**src/verilog/cpu_types_pkg.sv**
```systemverilog
/*
  cpu types
  instruction formats, opcode and funct encodings, ALU operations
*/
`default_nettype none

package cpu_types_pkg;

	typedef logic [31:0] word_t;
	typedef logic [4:0]  regbits_t;

	// primary opcodes
	typedef enum logic [5:0] {
		RTYPE = 6'h00,
		J     = 6'h02,
		BEQ   = 6'h04,
		BNE   = 6'h05,
		ADDIU = 6'h09,
		ORI   = 6'h0d,
		LUI   = 6'h0f,
		LW    = 6'h23,
		SW    = 6'h2b,
		HALT  = 6'h3f
	} opcode_t;

	// r-type function field
	typedef enum logic [5:0] {
		FN_SLL  = 6'h00,
		FN_ADDU = 6'h21,
		FN_SUBU = 6'h23,
		FN_AND  = 6'h24,
		FN_OR   = 6'h25,
		FN_SLT  = 6'h2a
	} funct_t;

	typedef enum logic [3:0] {
		ALU_ADD = 4'h0,
		ALU_SUB = 4'h1,
		ALU_AND = 4'h2,
		ALU_OR  = 4'h3,
		ALU_SLT = 4'h4,
		ALU_SLL = 4'h5,
		ALU_LUI = 4'h6
	} aluop_t;

	typedef struct packed {
		opcode_t     opcode;
		regbits_t    rs;
		regbits_t    rt;
		regbits_t    rd;
		logic [4:0]  shamt;
		funct_t      funct;
	} r_t;

	typedef struct packed {
		opcode_t     opcode;
		regbits_t    rs;
		regbits_t    rt;
		logic [15:0] imm;
	} i_t;

	typedef struct packed {
		opcode_t     opcode;
		logic [25:0] addr;
	} j_t;

endpackage

`default_nettype wire

```
**src/verilog/pipe_types_pkg.sv**
```systemverilog
/*
  pipeline types
  bundles passed between fetch, queue and execute, and to the memory ports
*/
`default_nettype none

package pipe_types_pkg;

	// second ALU operand source
	typedef enum logic [1:0] {
		SRC_REG,
		SRC_SEXT,
		SRC_ZEXT,
		SRC_SHAMT
	} alusrc_t;

	typedef enum logic [1:0] {
		BR_NONE,
		BR_EQ,
		BR_NE
	} branch_t;

	typedef struct packed {
		cpu_types_pkg::word_t instr;
		cpu_types_pkg::word_t npc;
	} fetch_pkt_t;

	typedef struct packed {
		logic                 valid;
		cpu_types_pkg::word_t target;
	} redirect_t;

	typedef struct packed {
		logic                 ren;
		cpu_types_pkg::word_t addr;
	} imem_req_t;

	typedef struct packed {
		logic                 ren;
		logic                 wen;
		cpu_types_pkg::word_t addr;
		cpu_types_pkg::word_t store;
	} dmem_req_t;

	typedef struct packed {
		cpu_types_pkg::aluop_t alu_op;
		alusrc_t               alu_src;
		logic                  reg_dst;
		logic                  reg_write;
		logic                  load;
		logic                  store;
		branch_t               branch;
		logic                  jump;
		logic                  halt;
	} ctrl_t;

endpackage

`default_nettype wire

```
**src/verilog/alu.sv**
```systemverilog
/*
  ALU
  32-bit add, sub, logic ops, signed compare, shift and upper-immediate
*/
`default_nettype none

module alu (
	input  cpu_types_pkg::word_t  a,
	input  cpu_types_pkg::word_t  b,
	input  cpu_types_pkg::aluop_t op,
	output cpu_types_pkg::word_t  result,
	output logic                  zero
);
	import cpu_types_pkg::*;

	always_comb begin
		case (op)
			ALU_ADD: result = a + b;
			ALU_SUB: result = a - b;
			ALU_AND: result = a & b;
			ALU_OR:  result = a | b;
			ALU_SLT: result = {31'b0, $signed(a) < $signed(b)};
			// shift amount arrives on a
			ALU_SLL: result = b << a[4:0];
			ALU_LUI: result = {b[15:0], 16'h0000};
			default: result = '0;
		endcase
	end

	assign zero = (result == '0);

endmodule

`default_nettype wire

```
**src/verilog/control_unit.sv**
```systemverilog
/*
  control unit
  decodes an instruction word into the control bundle
*/
`default_nettype none

module control_unit (
	input  cpu_types_pkg::word_t   instr,
	output pipe_types_pkg::ctrl_t  ctrl
);
	import cpu_types_pkg::*;
	import pipe_types_pkg::*;

	r_t r_fmt;

	assign r_fmt = r_t'(instr);

	always_comb begin
		// defaults give a no-op
		ctrl           = '0;
		ctrl.alu_op    = ALU_ADD;
		ctrl.alu_src   = SRC_REG;
		ctrl.branch    = BR_NONE;

		case (r_fmt.opcode)
			RTYPE: begin
				ctrl.reg_dst   = 1'b1;
				ctrl.reg_write = 1'b1;
				case (r_fmt.funct)
					FN_ADDU: ctrl.alu_op = ALU_ADD;
					FN_SUBU: ctrl.alu_op = ALU_SUB;
					FN_AND:  ctrl.alu_op = ALU_AND;
					FN_OR:   ctrl.alu_op = ALU_OR;
					FN_SLT:  ctrl.alu_op = ALU_SLT;
					FN_SLL: begin
						ctrl.alu_op  = ALU_SLL;
						ctrl.alu_src = SRC_SHAMT;
					end
					default: ctrl.reg_write = 1'b0;
				endcase
			end
			ADDIU: begin
				ctrl.alu_src   = SRC_SEXT;
				ctrl.reg_write = 1'b1;
			end
			ORI: begin
				ctrl.alu_op    = ALU_OR;
				ctrl.alu_src   = SRC_ZEXT;
				ctrl.reg_write = 1'b1;
			end
			LUI: begin
				ctrl.alu_op    = ALU_LUI;
				ctrl.alu_src   = SRC_ZEXT;
				ctrl.reg_write = 1'b1;
			end
			LW: begin
				ctrl.alu_src   = SRC_SEXT;
				ctrl.reg_write = 1'b1;
				ctrl.load      = 1'b1;
			end
			SW: begin
				ctrl.alu_src = SRC_SEXT;
				ctrl.store   = 1'b1;
			end
			// compare by subtraction, ALU zero flag decides
			BEQ: begin
				ctrl.alu_op = ALU_SUB;
				ctrl.branch = BR_EQ;
			end
			BNE: begin
				ctrl.alu_op = ALU_SUB;
				ctrl.branch = BR_NE;
			end
			J:       ctrl.jump = 1'b1;
			HALT:    ctrl.halt = 1'b1;
			default: ctrl.reg_write = 1'b0;
		endcase
	end

endmodule

`default_nettype wire

```
**src/verilog/datapath.sv**
```systemverilog
/*
  datapath top
  fetch unit feeding a fetch queue that feeds the execute unit
*/
`default_nettype none

module datapath #(
	parameter cpu_types_pkg::word_t PC_INIT = '0,
	parameter int QUEUE_DEPTH = 4
) (
	input  logic                      CLK,
	input  logic                      nRST,
	output pipe_types_pkg::imem_req_t imem_req,
	input  logic                      ihit,
	input  cpu_types_pkg::word_t      imemload,
	output pipe_types_pkg::dmem_req_t dmem_req,
	input  logic                      dhit,
	input  cpu_types_pkg::word_t      dmemload,
	output logic                      halt
);
	import pipe_types_pkg::*;

	logic       push;
	logic       pop;
	logic       full;
	logic       empty;
	fetch_pkt_t push_pkt;
	fetch_pkt_t head_pkt;
	redirect_t  redirect;

	fetch_unit #(
		.PC_INIT (PC_INIT)
	) fetch_i (
		.CLK      (CLK),
		.nRST     (nRST),
		.full     (full),
		.ihit     (ihit),
		.halt     (halt),
		.redirect (redirect),
		.imemload (imemload),
		.imem_req (imem_req),
		.push     (push),
		.push_pkt (push_pkt)
	);

	fetch_queue #(
		.QUEUE_DEPTH (QUEUE_DEPTH)
	) queue_i (
		.CLK      (CLK),
		.nRST     (nRST),
		.push     (push),
		.push_pkt (push_pkt),
		.pop      (pop),
		.redirect (redirect),
		.full     (full),
		.empty    (empty),
		.head_pkt (head_pkt)
	);

	execute_unit exec_i (
		.CLK      (CLK),
		.nRST     (nRST),
		.empty    (empty),
		.head_pkt (head_pkt),
		.dhit     (dhit),
		.dmemload (dmemload),
		.pop      (pop),
		.redirect (redirect),
		.dmem_req (dmem_req),
		.halt     (halt)
	);

endmodule

`default_nettype wire

```
**src/verilog/execute_unit.sv**
```systemverilog
/*
  execute unit
  takes one instruction at a time from the queue and runs it to completion:
  decode, register read, ALU, data access, writeback, redirect and halt
*/
`default_nettype none

module execute_unit (
	input  logic                       CLK,
	input  logic                       nRST,
	input  logic                       empty,
	input  pipe_types_pkg::fetch_pkt_t head_pkt,
	input  logic                       dhit,
	input  cpu_types_pkg::word_t       dmemload,
	output logic                       pop,
	output pipe_types_pkg::redirect_t  redirect,
	output pipe_types_pkg::dmem_req_t  dmem_req,
	output logic                       halt
);
	import cpu_types_pkg::*;
	import pipe_types_pkg::*;

	typedef enum logic [1:0] {
		IDLE,
		EXEC,
		MEM,
		HALTED
	} state_t;

	state_t     state;
	state_t     next_state;
	fetch_pkt_t ir;
	ctrl_t      ctrl;
	r_t         r_fmt;
	i_t         i_fmt;
	j_t         j_fmt;
	word_t      rdat1;
	word_t      rdat2;
	word_t      sext_imm;
	word_t      zext_imm;
	word_t      alu_a;
	word_t      alu_b;
	word_t      alu_out;
	logic       alu_zero;
	regbits_t   wsel;
	word_t      wdat;
	logic       wen;
	logic       active;
	logic       mem_op;
	logic       done;
	logic       taken;
	word_t      branch_target;
	word_t      jump_target;

	assign r_fmt = r_t'(ir.instr);
	assign i_fmt = i_t'(ir.instr);
	assign j_fmt = j_t'(ir.instr);

	control_unit ctrl_i (
		.instr (ir.instr),
		.ctrl  (ctrl)
	);

	register_file rf_i (
		.CLK   (CLK),
		.nRST  (nRST),
		.rsel1 (r_fmt.rs),
		.rsel2 (r_fmt.rt),
		.wsel  (wsel),
		.wen   (wen),
		.wdat  (wdat),
		.rdat1 (rdat1),
		.rdat2 (rdat2)
	);

	assign sext_imm = {{16{i_fmt.imm[15]}}, i_fmt.imm};
	assign zext_imm = {16'h0000, i_fmt.imm};

	// shifts take the amount on a and the value on b
	assign alu_a = (ctrl.alu_src == SRC_SHAMT) ? {27'b0, r_fmt.shamt} : rdat1;

	always_comb begin
		case (ctrl.alu_src)
			SRC_SEXT: alu_b = sext_imm;
			SRC_ZEXT: alu_b = zext_imm;
			default:  alu_b = rdat2;
		endcase
	end

	alu alu_i (
		.a      (alu_a),
		.b      (alu_b),
		.op     (ctrl.alu_op),
		.result (alu_out),
		.zero   (alu_zero)
	);

	assign active = (state == EXEC) || (state == MEM);
	assign mem_op = ctrl.load || ctrl.store;
	// loads and stores finish on dhit, everything else in EXEC
	assign done   = active && (!mem_op || dhit);

	assign wsel = ctrl.reg_dst ? r_fmt.rd : r_fmt.rt;
	assign wdat = ctrl.load ? dmemload : alu_out;
	assign wen  = done && ctrl.reg_write;

	assign dmem_req.ren   = active && ctrl.load;
	assign dmem_req.wen   = active && ctrl.store;
	assign dmem_req.addr  = alu_out;
	assign dmem_req.store = rdat2;

	assign taken = ((ctrl.branch == BR_EQ) && alu_zero) ||
	               ((ctrl.branch == BR_NE) && !alu_zero);

	assign branch_target = ir.npc + {sext_imm[29:0], 2'b00};
	assign jump_target   = {ir.npc[31:28], j_fmt.addr, 2'b00};

	assign redirect.valid  = (state == EXEC) && (taken || ctrl.jump);
	assign redirect.target = ctrl.jump ? jump_target : branch_target;

	assign pop  = (state == IDLE) && !empty;
	assign halt = (state == HALTED);

	always_comb begin
		next_state = state;
		case (state)
			IDLE: begin
				if (!empty) begin
					next_state = EXEC;
				end
			end
			EXEC: begin
				if (ctrl.halt) begin
					next_state = HALTED;
				end else if (mem_op && !dhit) begin
					next_state = MEM;
				end else begin
					next_state = IDLE;
				end
			end
			MEM: begin
				if (dhit) begin
					next_state = IDLE;
				end
			end
			default: next_state = HALTED;
		endcase
	end

	always_ff @(posedge CLK, negedge nRST) begin
		if (!nRST) begin
			state <= IDLE;
		end else begin
			state <= next_state;
		end
	end

	// instruction register
	always_ff @(posedge CLK) begin
		if (pop) begin
			ir <= head_pkt;
		end
	end

endmodule

`default_nettype wire

```
**src/verilog/fetch_queue.sv**
```systemverilog
/*
  fetch queue
  circular buffer of fetched instructions, emptied on a redirect
*/
`default_nettype none

module fetch_queue #(
	parameter int QUEUE_DEPTH = 4
) (
	input  logic                       CLK,
	input  logic                       nRST,
	input  logic                       push,
	input  pipe_types_pkg::fetch_pkt_t push_pkt,
	input  logic                       pop,
	input  pipe_types_pkg::redirect_t  redirect,
	output logic                       full,
	output logic                       empty,
	output pipe_types_pkg::fetch_pkt_t head_pkt
);
	import pipe_types_pkg::*;

	localparam int PTR_W = $clog2(QUEUE_DEPTH);
	localparam logic [PTR_W:0] FULL_COUNT = (PTR_W + 1)'(QUEUE_DEPTH);

	fetch_pkt_t entries [QUEUE_DEPTH];
	logic [PTR_W-1:0] rd_ptr;
	logic [PTR_W-1:0] wr_ptr;
	logic [PTR_W:0]   count;
	logic             do_push;

	// anything pushed alongside a redirect belongs to the old path
	assign do_push = push && !redirect.valid;

	assign full     = (count == FULL_COUNT);
	assign empty    = (count == '0);
	assign head_pkt = entries[rd_ptr];

	always_ff @(posedge CLK) begin
		if (do_push) begin
			entries[wr_ptr] <= push_pkt;
		end
	end

	always_ff @(posedge CLK, negedge nRST) begin
		if (!nRST) begin
			rd_ptr <= '0;
			wr_ptr <= '0;
			count  <= '0;
		end else if (redirect.valid) begin
			rd_ptr <= '0;
			wr_ptr <= '0;
			count  <= '0;
		end else begin
			if (do_push) begin
				wr_ptr <= wr_ptr + 1'b1;
			end
			if (pop) begin
				rd_ptr <= rd_ptr + 1'b1;
			end
			case ({do_push, pop})
				2'b10:   count <= count + 1'b1;
				2'b01:   count <= count - 1'b1;
				default: count <= count;
			endcase
		end
	end

endmodule

`default_nettype wire

```
**src/verilog/fetch_unit.sv**
```systemverilog
/*
  fetch unit
  runs the PC ahead of execute and pushes fetched words into the queue
*/
`default_nettype none

module fetch_unit #(
	parameter cpu_types_pkg::word_t PC_INIT = '0
) (
	input  logic                     CLK,
	input  logic                     nRST,
	input  logic                     full,
	input  logic                     ihit,
	input  logic                     halt,
	input  pipe_types_pkg::redirect_t redirect,
	input  cpu_types_pkg::word_t     imemload,
	output pipe_types_pkg::imem_req_t imem_req,
	output logic                     push,
	output pipe_types_pkg::fetch_pkt_t push_pkt
);
	import cpu_types_pkg::*;

	word_t pc;
	word_t pc_plus4;

	assign pc_plus4 = pc + 32'd4;

	// back-pressure holds the read enable low instead of dropping words
	// a redirect abandons the request, so a hit in that cycle is ignored
	assign imem_req.ren  = !full && !halt && !redirect.valid;
	assign imem_req.addr = pc;

	assign push           = imem_req.ren && ihit;
	assign push_pkt.instr = imemload;
	assign push_pkt.npc   = pc_plus4;

	always_ff @(posedge CLK, negedge nRST) begin
		if (!nRST) begin
			pc <= PC_INIT;
		end else if (redirect.valid) begin
			pc <= redirect.target;
		end else if (push) begin
			pc <= pc_plus4;
		end
	end

endmodule

`default_nettype wire

```
**src/verilog/register_file.sv**
```systemverilog
/*
  register file
  32 x 32 bits, two combinational reads, one write, r0 reads as zero
*/
`default_nettype none

module register_file (
	input  logic                    CLK,
	input  logic                    nRST,
	input  cpu_types_pkg::regbits_t rsel1,
	input  cpu_types_pkg::regbits_t rsel2,
	input  cpu_types_pkg::regbits_t wsel,
	input  logic                    wen,
	input  cpu_types_pkg::word_t    wdat,
	output cpu_types_pkg::word_t    rdat1,
	output cpu_types_pkg::word_t    rdat2
);
	import cpu_types_pkg::*;

	word_t regs [32];

	// no write bypass, execute never reads and writes in one cycle
	assign rdat1 = regs[rsel1];
	assign rdat2 = regs[rsel2];

	always_ff @(posedge CLK, negedge nRST) begin
		if (!nRST) begin
			for (int i = 0; i < 32; i++) begin
				regs[i] <= '0;
			end
		end else if (wen && (wsel != '0)) begin
			regs[wsel] <= wdat;
		end
	end

endmodule

`default_nettype wire
```
**config.mk**
```make
export PLATFORM = sky130hd
export DESIGN_NAME = datapath
export DESIGN_NICKNAME = d
export VERILOG_FILES = /design/src/verilog/cpu_types_pkg.sv /design/src/verilog/pipe_types_pkg.sv /design/src/verilog/alu.sv /design/src/verilog/control_unit.sv /design/src/verilog/datapath.sv /design/src/verilog/execute_unit.sv /design/src/verilog/fetch_queue.sv /design/src/verilog/fetch_unit.sv /design/src/verilog/register_file.sv
export SDC_FILE = /design/constraint.sdc
export NUM_CORES = 2
export LEC_CHECK = 0
export ABC_AREA = 1
export BUFFER_PORTS_ARGS = -buffer_cell sky130_fd_sc_hd__buf_2
export CAP_MARGIN = 5
export CORE_UTILIZATION = 35
export CTS_CLUSTER_SIZE = 28
export DETAILED_ROUTE_END_ITERATION = 12
export PLACE_DENSITY = 0.62
export SYNTH_ARGS = -nofsm -noshare
export SYNTH_HDL_FRONTEND = slang
export SYNTH_SLANG_ARGS = --single-unit
export TNS_END_PERCENT = 30
```
**constraint.sdc**
```tcl
create_clock -name CLK -period 10.5 [get_ports CLK]
set_clock_uncertainty 0.2 [all_clocks]
set_input_delay 1.05 -clock CLK [delete_from_list [all_inputs] [get_ports CLK]]
set_output_delay 1.05 -clock CLK [all_outputs]
set_load 0.1 [all_outputs]
```
## Yosys cells after proc, flatten, opt, wreduce, memory -nomap -nowiden

Memory sizes are Yosys's and may differ from the RTL's. A register that Yosys moved wholly into a read port is not among the register bits.
Index checks and enable logic that the tools add are counted.

| storage, ports and cells | value |
|---|---|
| register bits | 1,065 |
| RAM bits | 256 |
| logic and storage cells | 176 |
| memories | 1 |

| cells by class | value |
|---|---|
| $add $sub $neg | 8 |
| order comparisons | 5 |
| equal/unequal tests | 33 |
| shifts and indexed selects | 1 |
| multiplexer cells | 42 |
| bitwise gates (word level) | 5 |
| reduce and logical (&&, ||, !) cells | 44 |

Memories:

| name | words | bits a word | rd ports | clocked after Yosys merged registers in | write ports | line | text |
|---|---|---|---|---|---|---|---|
| queue_i.entries | 4 | 64 | 1 | 1 | 1 | fetch_queue.sv:25 | `fetch_pkt_t entries [QUEUE_DEPTH];` |

Operators by type and width:

| cell | count |
|---|---|
| $bwmux W1024 | 1 |
| $bmux W32 S5 | 2 |
| $mux W32 | 10 |
| $pmux W32 S7 | 1 |
| $demux W32 S5 | 1 |
| $add A32 B32 Y32 | 2 |
| $pmux W32 S2 | 1 |
| $eq A6 B6 Y1 const B | 8 |
| $add A32 B3 Y32 const B | 1 |
| $and A32 B32 Y32 | 1 |
| $logic_not A32 Y1 | 1 |
| $lt A32 B32 Y1 | 1 |
| $or A32 B32 Y32 | 1 |
| $shl A32 B5 Y32 | 1 |
| $sub A32 B32 Y32 | 1 |
| $eq A6 B4 Y1 const B | 3 |
| $ge A6 B6 Y1 const B | 3 |
| $mux W2 | 9 |
| $not A5 Y6 | 3 |
| $pmux W4 S4 | 1 |
| $logic_and A1 B1 Y1 | 15 |
| $pmux W3 S5 | 1 |
| $eq A2 B2 Y1 const B | 6 |
| $eq A4 B3 Y1 const B | 3 |
| 32 further kinds | 61 |

## Longest topological paths before layout

| logic depth | value |
|---|---|
| word-level depth | 20 |
| depth in mapped cells | 48 |
| mapped depth without buffers | 46 |

## Modules after synthesis

From an unflattened synthesis, not the netlist that was laid out.

| unflattened totals | value |
|---|---|
| cells, all modules | 12,045 |
| area, all modules | 83,881.7 um^2 |

Modules (own cells, without submodules):

| module | times used | cells each | area each (um^2) | sequential area each (um^2) |
|---|---|---|---|---|
| register_file | 1 | 8,275 | 56,663.1 | 25,624.6 |
| fetch_queue | 1 | 685 | 9,945.8 | 7,862.5 |
| alu | 1 | 1,739 | 8,499.4 | 0.0 |
| execute_unit | 1 | 900 | 5,771.8 | 1,971.9 |
| fetch_unit | 1 | 375 | 2,656.3 | 800.8 |
| control_unit | 1 | 71 | 345.3 | 0.0 |

## Worst setup path after synthesis

OpenSTA, ideal clock, no wires.

| timing | value |
|---|---|
| path type | register to register |
| start point | register exec_i.i_fmt[28] (netlist name) |
| end point | memory queue_i.entries[0][0] (netlist name) (enable) |
| library setup time | 486 ps |
| data arrival time | 9,178 ps |
| setup slack | 636 ps |
| cell stages (with the launch flop) | 42 |
| cell sequence | edfxtp_1 > nor4_1 > inv_2 > nor2_1 > inv_2 > o31ai_1 > nor3_1 > inv_1 > ha_1 > inv_1 > clkbuf_1 > o21ai_1 > inv_2 > buf_2 > ha_1 > inv_1 > nand2_1 > nor2_1 > [6 not listed] > nand4_1 > nand2_1 > nand2_1 > nand2_1 > nand2_1 > nand2_1 > nor2_1 > nor2_1 > nand4_1 > nor2_1 > nand2_1 > nor2_1 > nand3_1 > nand2_1 > nand3_2 > nand2_4 > nand3_2 > nor2_1 |

RTL lines:

| element | line |
|---|---|
| end: declaration | fetch_queue.sv:25 |

==> flow_metrics.tcl <==
set metrics [dict create \
    outcome "finished, final reports clean" \
    die_area_mm2 0.238 \
    clockRootBuffer "clkbuf_16" \
    crit_fanout 26 \
    final-hold-violation-count 0 \
    seq_area_frac_synth_pct 44.0 \
    crit_end "imem_req[32]" \
    wl_per_cell_um 23.0 \
    antenna_found_initial 11 \
    ff_latch_area_mm2 0.0363 \
    synth.largest_area_cell "dfrtp_1" \
    cap_violations 0 \
    core_mm2 0.233 \
    grt_overflow 0 \
    ys_ff_latch 1385 \
    synth.top_cell.area_share_pct 32.3 \
    cpMaxStageDelayCell "nor2_1" \
    postLayoutCoreUtil_pct 39.0 \
    grt_pass1_wl_mm 485 \
    drt_iter0_drc 10000 \
    slew_viol_final 0 \
    synth.top_cells.by_area "dfrtp_1, nand2_1, edfxtp_1, o21ai_0, nand3_1" \
    crit_type "register to primary output" \
    avgSynthCellArea_um2 7.26 \
    grt_max_degree 181 \
    hpwl_mm 201 \
    cts_sinks 1385 \
    initial_core_util_pct 35.3 \
    multi_input_area_mm2 0.0392 \
    synth_flop_cell "dfrtp_1" \
    fin_crit_sh_pct 98.2 \
    setup_viol 0 \
    startpoint "exec_i.i_fmt[28]$_DFFE_PP_" \
    cts.path.max_buffers 3 \
    area_delta_synth_final_pct 10.5 \
    fmax_mhz 97.0 \
    yosysMostFrequentCell "nand2_1" \
    antenna_left 0 \
    netlist_area_mm2 0.0825 \
    synth_edf_count 320 \
    reg2reg_to "queue_i.count[2]$_DFFE_PN0P_" \
    clock_latency_ns 0.85 \
    place_congestion 1.01 \
    async_flop_share_pct 76.9 \
    timing_worst_slew_pin_value_ns 1.23 \
    cts-htree-levels 4 \
    cp.required_ns 9.25 \
    cts-hold-fix-buffers 0 \
    fin_nets 11200 \
    r2r-start "exec_i.i_fmt[28]$_DFFE_PP_" \
    cp.arrival_ns 9.06 \
    numCtsBuffers 152 \
    fin_crit_ns 10.31 \
    slew_headroom_pct 18.1 \
    synth_cell_type_count 64 \
    grt_usage_pct 27.0 \
    synthTopCellsByCount "nand2_1, o21ai_0, nand3_1, dfrtp_1, inv_1" \
    cp-end-kind "primary output" \
    cts_tree "yes" \
    vias_per_cell 5.55 \
    syn_nets 11600 \
    nFillCells 24300 \
    drt_wl_total_mm 328 \
    ioPinCount 168 \
    fp.dieW_um 487 \
    setup-tns-final_ns 0 \
    crit_path_start_kind "register" \
    clk_pin_slew_worst_paths_ns 0.06 \
    r2r_cells 36 \
    die_h_um 487 \
    num_vias 79000 \
    drc_errors 0 \
    ys_warn_count 0 \
    path_common_cell "nand3_1" \
    drive_gt1_share_pct 7.17 \
    slowest_delay_ns 0.64 \
    grt_pass1_vias 72800 \
    min_path_type "input port to asynchronous set/reset pin" \
    reg2reg_slack_ns 1.11 \
    io_buffers 167 \
    drtPass1Iterations 7 \
    rows 177 \
    syn_inst 11400 \
]
metrics by stage:
| step | setup WS [ns] | std cells | hold slack, ns | instance area [um2] |
|---|---|---|---|---|
| floorplan | 0.636 | 11400 | 0.229 | 82500 |
| global placement | 1.35 | 13900 | 0.165 | 85800 |
| detailed placement | 1.32 | 13900 | 0.166 | 85800 |
| CTS | 0.440 | 14200 | 0.0539 | 91100 |
| global route | -0.00118 | 14200 | 0.0843 | 91100 |
| finish | 0.189 | 14200 | 0.0570 | 91100 |
kinds of logic (layout without fill, tap and decap cells):
family,Yosys count,in the layout,synth area share (%)
xor+xnor,69,69,0.733
buf+inv,1871,1606,9.31
flops,1385,1385,44.0
other cells,0,1,0
fa+ha+maj,149,149,2.30
simple gates,5140,5140,25.8
compound gates,2734,2734,17.8
mux,6,6,0.0728
critical path, delay by kind of cell (launching register included):
family	cells	cell delay, ns
AND/OR/NAND/NOR	21	4.84
adder cells (fa/ha/maj)	2	0.73
flip-flops	1	0.45
AO/OA/AOI/OAI	4	1.01
buffers and inverters	6	1.17
per-layer routing:
layer / up-vias / wire, um / GRT usage, %
met1: 37500 / 138000 / 37.3
met3: 710 / 32700 / 5.11
met2: 4086 / 141000 / 40.7
li1: 36700 / - / -
met4: 14 / 16000 / 12.2
met5: - / 81 / 0
area by class of cell:
cell class | instances | area share, %
timing repair buffer | 370 | 3.11
multi-input combinational | 8098 | 43.0
clock buffer | 207 | 4.72
sequential | 1385 | 39.8
clock inverter | 65 | 1.09
inverter | 964 | 4.02
antenna | 1 | 0.00275
tap | 3132 | 4.30
state kept, by name, indices dropped and copies added (netlist names), 3 cells and up:
name and flops:
exec_i.i_fmt 32, queue_i.count 3, queue_i.entries 256, exec_i.rf_i.regs 1024, fetch_i.pc 32, exec_i.ir 32
worst min path at each step:
stage / startpoint / end / cells past startpoint
after floorplan: exec_i.rf_i.regs[1000]$_DFFE_PN0P_ / exec_i.rf_i.regs[1000]$_DFFE_PN0P_ / 1
after global routing: nRST / exec_i.rf_i.regs[506]$_DFFE_PN0P_ / 1
after CTS: nRST / exec_i.rf_i.regs[377]$_DFFE_PN0P_ / 1
final: nRST / exec_i.rf_i.regs[506]$_DFFE_PN0P_ / 1
after detailed placement: exec_i.rf_i.regs[1008]$_DFFE_PN0P_ / exec_i.rf_i.regs[1008]$_DFFE_PN0P_ / 0
after global placement: exec_i.rf_i.regs[1018]$_DFFE_PN0P_ / exec_i.rf_i.regs[1018]$_DFFE_PN0P_ / 0
cells in the final DEF, fill, tap and decap left out, drive strengths merged, types with 65 or more instances in the layout:
cell	Yosys	final
a21oi	651	651
buf	305	370
clkbuf	602	207
dfrtp	1065	1065
edfxtp	320	320
ha	145	145
inv	961	963
nand2	3279	3279
nand3	1194	1194
nor2	496	496
o211ai	65	65
o21ai	1725	1725
o22ai	79	79
o311ai	75	75
or2	82	82
what timing repair did:
action                                  in CTS  in global routing
resized for setup                            0                  3
endpoints found under the setup margin       0                  1
setup buffers                                0                  1
hold endpoints to repair                     0                  0
Power is not shown: default switching activity piles up to over one toggle a cycle in this logic, so the estimate is an artifact.
